File: config.mk
export PLATFORM = sky130hd
export DESIGN_NAME = piece_controller
export DESIGN_NICKNAME = d
export VERILOG_FILES = /design/src/rtl/tetris_pkg.sv /design/src/rtl/piece_controller.sv
export SDC_FILE = /design/constraint.sdc
export NUM_CORES = 1
export LEC_CHECK = 0
export ABC_AREA = 1
export BUFFER_PORTS_ARGS = -buffer_cell sky130_fd_sc_hd__buf_2
export CORE_ASPECT_RATIO = 1.75
export CORE_MARGIN = 5
export CORE_UTILIZATION = 53
export CTS_CLUSTER_DIAMETER = 100
export DETAILED_ROUTE_END_ITERATION = 10
export PLACE_DENSITY = 0.95
export SLEW_MARGIN = 20
export SYNTH_ARGS = -nofsm -noshare
export SYNTH_HDL_FRONTEND = slang
export SYNTH_SLANG_ARGS = --single-unit
File: constraint.sdc
create_clock -name Clk -period 5.3 [get_ports Clk]
set_input_delay 0.53 -clock Clk [delete_from_list [all_inputs] [get_ports Clk]]
set_output_delay 0.53 -clock Clk [all_outputs]
set_load 0.02 [all_outputs]
File: src/rtl/tetris_pkg.sv
`default_nettype none

package tetris_pkg;

    // ****************************************
    // Vector types
    // ****************************************

    typedef logic [15:0]        mask_t;      // 4x4 shape, bit r*4+c.
    typedef logic [239:0]       board_t;     // Settled cells, bit r*12+c.
    typedef logic signed [4:0]  col_t;       // Left mask edge, may hang past the wall.
    typedef logic [5:0]         row_t;       // Top mask edge.
    typedef logic [9:0]         pix_t;
    typedef logic [7:0]         key_t;
    typedef logic [5:0]         sprite_t;
    typedef logic [4:0]         lock_cnt_t;

    typedef enum logic [1:0]
    {
        ST_FALL,
        ST_LOCK,
        ST_LANDED,
        ST_OVER
    } piece_state_t;

    // ****************************************
    // Board geometry
    // ****************************************

    localparam int BOARD_COLS = 12;
    localparam int BOARD_ROWS = 20;
    localparam int CELL_PX    = 20;
    localparam int BOARD_X0   = 140;         // Left pixel edge of the board.
    localparam int BOARD_Y0   = 0;

    localparam col_t SPAWN_COL = 5'sd4;
    localparam row_t SPAWN_ROW = 6'd0;

    // ****************************************
    // Timing and keys
    // ****************************************

    localparam int LOCK_TICKS = 32;          // Frames a resting piece may still slide.

    localparam key_t KEY_LEFT  = 8'h04;
    localparam key_t KEY_RIGHT = 8'h07;
    localparam key_t KEY_CCW   = 8'h14;
    localparam key_t KEY_CW    = 8'h08;

endpackage

`default_nettype wire
File: src/rtl/piece_controller.sv
`timescale 1ns/1ps
`default_nettype none

module piece_controller
(
    input  logic                Clk,
    input  logic                arst_n,
    input  logic                frame_tick,
    input  logic                spawn,
    input  tetris_pkg::key_t    key_code,
    input  tetris_pkg::mask_t   piece_new,
    input  tetris_pkg::sprite_t sprite_new,
    input  tetris_pkg::mask_t   mask_cw,
    input  tetris_pkg::mask_t   mask_ccw,
    input  logic                can_left,
    input  logic                can_right,
    input  logic                can_down,
    input  logic                fits_cw,
    input  logic                fits_ccw,
    output tetris_pkg::mask_t   piece_mask,
    output tetris_pkg::col_t    piece_col,
    output tetris_pkg::row_t    piece_row,
    output tetris_pkg::sprite_t sprite_index,
    output logic                landed,
    output logic                game_over
);

    import tetris_pkg::*;

    piece_state_t state, state_next;
    mask_t        mask_next;
    col_t         col_next;
    row_t         row_next;
    sprite_t      sprite_next;
    lock_cnt_t    lock_cnt, lock_next;
    logic         armed, armed_next;
    logic         tick_s1, tick_s2, tick_d;
    logic         tick_rise;
    logic         key_left, key_right, key_ccw, key_cw, key_action;

    // ****************************************
    // Frame tick synchronizer
    // ****************************************

    always_ff @(posedge Clk or negedge arst_n)
    begin
        if (!arst_n)
        begin
            tick_s1 <= 1'b0;
            tick_s2 <= 1'b0;
            tick_d  <= 1'b0;
        end
        else
        begin
            tick_s1 <= frame_tick;
            tick_s2 <= tick_s1;
            tick_d  <= tick_s2;
        end
    end

    assign tick_rise = tick_s2 & ~tick_d;    // One cycle per frame.

    assign key_left   = (key_code == KEY_LEFT);
    assign key_right  = (key_code == KEY_RIGHT);
    assign key_ccw    = (key_code == KEY_CCW);
    assign key_cw     = (key_code == KEY_CW);
    assign key_action = key_left | key_right | key_ccw | key_cw;

    // ****************************************
    // Piece state machine
    // ****************************************

    always_comb
    begin : next_state
        logic acted;
        acted       = 1'b0;
        state_next  = state;
        mask_next   = piece_mask;
        col_next    = piece_col;
        row_next    = piece_row;
        sprite_next = sprite_index;
        lock_next   = lock_cnt;
        armed_next  = armed;

        if (spawn && (state != ST_OVER))
        begin
            mask_next   = piece_new;
            sprite_next = sprite_new;
            col_next    = SPAWN_COL;
            row_next    = SPAWN_ROW;
            state_next  = ST_FALL;
        end
        else if (tick_rise)
        begin
            if (!key_action)
                armed_next = 1'b1;           // Key released, next press may act.
            case (state)
                ST_FALL:
                begin
                    if (!can_down)
                    begin
                        if (piece_row == SPAWN_ROW)
                            state_next = ST_OVER;  // No room below the spawn row.
                        else
                        begin
                            state_next = ST_LOCK;
                            lock_next  = lock_cnt_t'(LOCK_TICKS - 1);
                        end
                    end
                    else
                    begin
                        if (armed && key_left && can_left)
                        begin
                            col_next = piece_col - col_t'(1);
                            acted    = 1'b1;
                        end
                        else if (armed && key_right && can_right)
                        begin
                            col_next = piece_col + col_t'(1);
                            acted    = 1'b1;
                        end
                        else if (armed && key_ccw && fits_ccw)
                        begin
                            mask_next = mask_ccw;
                            acted     = 1'b1;
                        end
                        else if (armed && key_cw && fits_cw)
                        begin
                            mask_next = mask_cw;
                            acted     = 1'b1;
                        end
                        if (acted)
                            armed_next = 1'b0;
                        else
                            row_next = piece_row + row_t'(1);  // Gravity.
                    end
                end
                ST_LOCK:
                begin
                    if (can_down)
                        state_next = ST_FALL;    // Slid off a ledge.
                    else if (lock_cnt == '0)
                        state_next = ST_LANDED;
                    else
                    begin
                        if (armed && key_left && can_left)
                        begin
                            col_next   = piece_col - col_t'(1);
                            armed_next = 1'b0;
                        end
                        else if (armed && key_right && can_right)
                        begin
                            col_next   = piece_col + col_t'(1);
                            armed_next = 1'b0;
                        end
                        lock_next = lock_cnt - lock_cnt_t'(1);
                    end
                end
                default:
                begin
                    state_next = state;      // Ticks are ignored once landed.
                end
            endcase
        end
    end

    always_ff @(posedge Clk or negedge arst_n)
    begin
        if (!arst_n)
        begin
            state        <= ST_LANDED;
            piece_mask   <= '0;
            piece_col    <= SPAWN_COL;
            piece_row    <= SPAWN_ROW;
            sprite_index <= '0;
            lock_cnt     <= '0;
            armed        <= 1'b1;
        end
        else
        begin
            state        <= state_next;
            piece_mask   <= mask_next;
            piece_col    <= col_next;
            piece_row    <= row_next;
            sprite_index <= sprite_next;
            lock_cnt     <= lock_next;
            armed        <= armed_next;
        end
    end

    assign landed    = (state == ST_LANDED) || (state == ST_OVER);
    assign game_over = (state == ST_OVER);

endmodule

`default_nettype wire

==> results of run 1 <==
## state kept, by name, summed over array words and instances (netlist names)
register and cells:
armed 1, lock_cnt 5, piece_col 5, piece_mask 16, piece_row 6, sprite_index 6
state 2, tick_d 1, tick_s1 1, tick_s2 1
## placed cells by master, fill, tap and decap left out, types with 2 or more instances in the layout
| cell | instances |
|---|---|
| nand3_1 | 28 |
| clkinv_2 | 2 |
| a21oi_1 | 3 |
| clkbuf_8 | 5 |
| nor2_1 | 20 |
| nand2_1 | 145 |
| dfrtp_1 | 41 |
| nand4_1 | 7 |
| or2_2 | 16 |
| nand3_2 | 2 |
| nand3b_1 | 2 |
| xor2_1 | 6 |
| nand2_2 | 2 |
| o21ai_2 | 11 |
| buf_2 | 104 |
| nor2_2 | 4 |
| o21ai_1 | 9 |
| o21ai_0 | 8 |
| dfstp_2 | 3 |
| inv_1 | 31 |
| ha_1 | 7 |
| inv_2 | 3 |
| nor2_4 | 2 |
| or2_1 | 2 |
## critical path, stage by stage, from the launching register on
cell and delay (ns):
dfstp_2 0.59, nand2_1 0.12, nand2_4 0.40, inv_1 0.31
o21bai_2 0.29, nand2_1 0.18, nand2_1 0.07, nand2_1 0.07
## final cells by class
| type | count | area (um2) | share of cell area |
|---|---|---|---|
| multi-input combinational | 286 | 1480 | 0.435 |
| sequential | 44 | 1100 | 0.325 |
| timing repair buffer | 105 | 528 | 0.155 |
| inverter | 35 | 133 | 0.0390 |
| clock buffer | 6 | 72.6 | 0.0213 |
| tap | 55 | 68.8 | 0.0202 |
| clock inverter | 2 | 12.5 | 0.00368 |
## cell families after synthesis
logic type,count (synthesis),share of synthesized area
AO/OA/AOI/OAI,35,0.0810
XOR/XNOR,7,0.0218
adder cells (fa/ha/maj),8,0.0383
buffers and inverters,47,0.0801
flip-flops,44,0.393
AND/OR/NAND/NOR,236,0.386
## metal layers
layer,up-vias,routed length (um),track usage,share of wire
met5,-,0,0,0
met4,0,187,0.0964,0.027
met3,14,507,0.0433,0.072
met2,95,3860,0.399,0.55
met1,1275,2460,0.216,0.35
li1,1391,-,-,-
## where the power goes
| group | switching [mW] | internal [mW] |
|---|---|---|
| Sequential | 0.0758 | 0.456 |
| Combinational | 0.416 | 0.221 |
| Clock | 0.118 | 0.0922 |
## worst paths after layout
kind / startpoint / depth (start not counted) / slack, ns / endpoint
min: arst_n / 1 / 0.20 / piece_col[3]$_DFFE_PN0P_
max in group asynchronous: arst_n / 1 / 4.72 / piece_mask[11]$_DFFE_PN0P_
max reg2reg: state[1]$_DFFE_PN1P_ / 7 / 3.20 / piece_row[1]$_DFFE_PN0P_
max: state[1]$_DFFE_PN1P_ / 7 / 3.20 / piece_row[1]$_DFFE_PN0P_
min in group Clk: frame_tick / 1 / 0.32 / tick_s1$_DFF_PN0_
min reg2reg: tick_s1$_DFF_PN0_ / 0 / 0.36 / tick_s2$_DFF_PN0_
==> flow_summary.yaml, run 1 <==
run_status:
  status: "finished, final reports clean"
route:
  viasPerCell: 5.21
  drc: 0
  dr.pass1.iters: 5
  drtIter0Drc: 183
  vias: 2775
  ant_nets: 0
  wl_per_cell_um: 13.2
  route.final.wire_length_um: 7010
clocking:
  post_cts_buffers: 0
  cts_resized: 0
  cts_hold_buf: 0
  cts.sinks: 44
  clk_latency_ns: 0.30
  root_buffer: "clkbuf_8"
  cts_made_buffers: 5
  clock_path_buffers: 2
  cts_tree: "done"
  clk_pin_slew_worst_paths_ns: 0.09
  h-tree-depth: 2
setup_path:
  critPathRequiredTime_ns: 5.55
  end_kind: "flip-flop"
  crit_fanout: 52
  worstSetupPathType: "flip-flop to flip-flop"
  start_kind: "flip-flop"
  worstPathArrival_ns: 2.34
final_layout:
  fill_cells: 444
  fin_area_mm2: 0.00340
  nets: 556
  area_growth_pct: 21.0
  diodes: 0
  drive_gt1_frac: 0.337
  final_cells: 533
  utilization: 0.652
global_routing:
  track_usage: 0.212
  grt_pass1_wl_um: 11700
  grt_max_degree: 53
  antenna_found_initial: 0
  gr-total-overflow: 0
  grt_pass1_vias: 2757
floorplanning:
  row_count: 35
  dieArea_mm2: 0.00692
  fp.dieH_um: 106
  ioPinCount: 106
  start_util: 0.539
  coreArea_mm2: 0.00521
  die_x_um: 65.0
run:
  maxCapViolCount: 0
place:
  dp_slack_ns: 3.09
  dp_hpwl_um: 5400
  port_buffers: 105
  placed_cells: 525
  place_congestion: 0.947
  placed_area_mm2: 0.00331
hold_path:
  hold_path.class: "primary input to asynchronous set/reset pin"
sta:
  max_freq_mhz: 477
  fin_ws_ns: 3.20
  slew_headroom: 0.646
  final_max_slew_viol_count: 0
  rsz0062_at_grt: "no"
  holdWs_ns: 0.198
  finalSetupViolCount: 0
  timing.final.crit_share: 0.396
  period_needed_ns: 2.10
  skew_ns: 0.0140
  tightest_slew_ns: 0.531
  finalHoldViolations: 0
  final.setup.tns_ns: 0
yosys:
  yosysTopAreaCell: "dfrtp_1"
  ys_warn_count: 0
  synthCells: 377
  yosys-top-cells-count: "nand2_1 (145), dfrtp_1 (41), inv_1 (31)"
  synth.distinct_cells: 38
  synth-edff-count: 0
  ys.flop_type: "dfrtp_1"
  ys_seq_area_frac: 0.393
  ys_top_cells_by_area: "dfrtp_1 (37%), nand2_1 (19%), nand3_1 (5.0%)"
  ys_seq_elements: 44
  syn_nets: 456
  synth_top_area_share: 0.365
  syn_area_mm2: 0.00281
  synth-async-reset-ratio: 1.00
  yosysMostFrequentCell: "nand2_1"
  postSynthAreaPerCell_um2: 7.45
pwr:
  cellPowerDensity_mw_per_mm2: 406
  peakVddDrop_v: 0.000300
  finalPower_mw: 1.38
  p_leak_nw: 1.97
Note: power is estimated with default switching activity, not from simulation.
==> inputs of run 2 (changes only) <==
--- a/config.mk
+++ b/config.mk
@@ -9,10 +9,10 @@
 export BUFFER_PORTS_ARGS = -buffer_cell sky130_fd_sc_hd__buf_2
 export CORE_ASPECT_RATIO = 1.75
 export CORE_MARGIN = 5
-export CORE_UTILIZATION = 53
+export CORE_UTILIZATION = 45
 export CTS_CLUSTER_DIAMETER = 100
 export DETAILED_ROUTE_END_ITERATION = 10
-export PLACE_DENSITY = 0.95
+export PLACE_DENSITY = 0.87
 export SLEW_MARGIN = 20
 export SYNTH_ARGS = -nofsm -noshare
 export SYNTH_HDL_FRONTEND = slang
==> constraint.sdc (replaced) <==
create_clock -name Clk -period 1.7 [get_ports Clk]
set_input_delay 0.17 -clock Clk [delete_from_list [all_inputs] [get_ports Clk]]
set_output_delay 0.17 -clock Clk [all_outputs]
set_load 0.02 [all_outputs]
==> run 2 against run 1 <==
  * The flow now finishes with violations (setup timing)
  * Die area is 15% higher
  * Cell count up 9.2%
  * Largest cell class unchanged
  * Combinational power rose to 3.5 times the previous value
  * Hold slack got worse by 0.13 ns
  * Design area is 10% higher
  * Wire length is 6.0% higher
==> flow_summary.yaml, run 2 (synthesis gave the netlist of run 1 again) <==
place:
  place_congestion: 0.895
  placed_area_mm2: 0.00347
  port_buffers: 105
  dp_hpwl_um: 5710
  dp_slack_ns: -0.0395
sta:
  fin_ws_ns: -0.106
  final.setup.tns_ns: -0.759
  finalHoldViolations: 0
  period_needed_ns: 1.81
  max_freq_mhz: 554
  holdWs_ns: 0.0676
  slew_headroom: 0.657
  final_max_slew_viol_count: 0
  skew_ns: 0.00824
  rsz0062_at_grt: "yes"
  tightest_slew_ns: 0.515
  finalSetupViolCount: 18
  timing.final.crit_share: 1.06
pwr:
  peakVddDrop_v: 0.000691
  p_leak_nw: 2.14
  cellPowerDensity_mw_per_mm2: 1260
final_layout:
  final_common_cell: "nand2_1"
  area_growth_pct: 33.4
  largest_reg_flops: 16
  nets: 580
  drive_gt1_frac: 0.388
  fin_area_mm2: 0.00375
  mostFrequentLayoutCells: "nand2_1 (142), buf_2 (105), dfrtp_1 (41), inv_1 (28), nand3_1 (28)"
  largest-register: "piece_mask"
  diodes: 0
  top_regs: "piece_mask x16, piece_row x6, sprite_index x6"
  fill_cells: 540
clocking:
  cts_made_buffers: 5
  clk_latency_ns: 0.30
  clk_pin_slew_worst_paths_ns: 0.09
  root_buffer: "clkbuf_8"
  cts.sinks: 44
  clock_path_buffers: 2
  h-tree-depth: 2
  cts_tree: "done"
hold_path:
  worst_hold_path.num_cells: 3
  worstHoldStart: "sprite_new[0]"
  hold_path.class: "primary input to flip-flop"
  whs_endpoint: "sprite_index[0]$_DFFE_PN0P_"
setup_path:
  critPathRequiredTime_ns: 1.93
  worstRegToRegCells: 9
  worstSetupPathType: "flip-flop to flip-flop"
  start_kind: "flip-flop"
  end_kind: "flip-flop"
  reg2reg_setup_slack_ns: -0.11
  timing.rr.end: "piece_col[2]$_DFFE_PN1P_"
  crit-reg2reg-launch: "armed$_DFFE_PN1P_"
  crit_fanout: 3
  worstPathArrival_ns: 2.04
global_routing:
  grt_pass1_vias: 2850
  antenna_found_initial: 0
  gr-total-overflow: 0
  grt_pass1_wl_um: 11800
  grt_max_degree: 33
  track_usage: 0.178
floorplanning:
  start_util: 0.458
  die_x_um: 69.7
  fp.dieH_um: 115
  row_count: 38
  coreArea_mm2: 0.00613
  ioPinCount: 106
  dieArea_mm2: 0.00799
run_status:
  failed_checks: "setup timing"
  status: "finished with violations"
route:
  drtIter0Drc: 115
  route.final.wire_length_um: 7430
  dr.pass1.iters: 4
  drc: 0
  viasPerCell: 4.98
  vias: 2898
  wl_per_cell_um: 12.8
  ant_nets: 0
run:
  maxCapViolCount: 0
## run 2: cell types whose count changed in the layout (fill, tap and decap cells not counted), sizes merged
cell / change
clkinvlp: -1
bufinv: +1
buf: +20
clkbuf: +2
dlygate4sd3: +2
## run 2: through the flow
step                std cells  power [mW]  utilization
finish                    582        4.72        0.611
global route              582        5.05        0.611
CTS                       574        4.63        0.592
detailed placement        562        3.77        0.566
global placement          562        3.69        0.566
floorplan                 377        3.10            -
## run 2: critical path, stage by stage, from the launching register on
cell     delay, ns
dfstp_2       0.54
nand2_1       0.04
inv_1         0.06
nand3_2       0.10
fa_2          0.38
buf_4         0.14
buf_4         0.13
xnor2_2       0.12
nor2_1        0.15
o21ai_1       0.07
## run 2: worst max-delay path by stage
stage / cells after the start / endpoint / from / slack, ns
final: 9 / piece_col[2]$_DFFE_PN1P_ / armed$_DFFE_PN1P_ / -0.11
after global placement: 12 / piece_col[4]$_DFFE_PN0P_ / armed$_DFFE_PN1P_ / 0.01
after global routing: 12 / piece_col[4]$_DFFE_PN0P_ / armed$_DFFE_PN1P_ / -0.21
after floorplan: 12 / piece_col[4]$_DFFE_PN0P_ / armed$_DFFE_PN1P_ / -0.01
after CTS: 12 / piece_col[4]$_DFFE_PN0P_ / armed$_DFFE_PN1P_ / -0.07
after detailed placement: 12 / piece_col[4]$_DFFE_PN0P_ / armed$_DFFE_PN1P_ / -0.04
## run 2: report_power, final
group	switching [mW]	internal, mW
logic	1.37	0.863
registers	0.225	1.42
clock network	0.360	0.480
total	1.95	2.76
## run 2: layout make-up
type / instances / area, um2 / area share
Clock inverter: 2 / 38.8 / 0.0103
Multi-Input combinational cell: 286 / 1520 / 0.404
Sequential cell: 44 / 1100 / 0.295
Clock buffer: 6 / 82.6 / 0.0220
Timing Repair Buffer: 129 / 774 / 0.207
Inverter: 35 / 133 / 0.0354
Tap cell: 80 / 100 / 0.0267
## run 2: metal layers
metal	part of all wire	track usage	up-vias
met5	0	0	-
li1	-	-	1436
met4	0.026	0.0793	0
met3	0.041	0.0316	18
met1	0.36	0.176	1367
met2	0.57	0.352	77
## run 2: what timing repair did
action	in CTS	in global routing
pin swaps	2	5
endpoints found under the hold margin	21	0
gates resized for setup	2	6
gates cloned	0	3
hold buffers	2	0
setup buffers	2	5
setup endpoints to repair	2	19
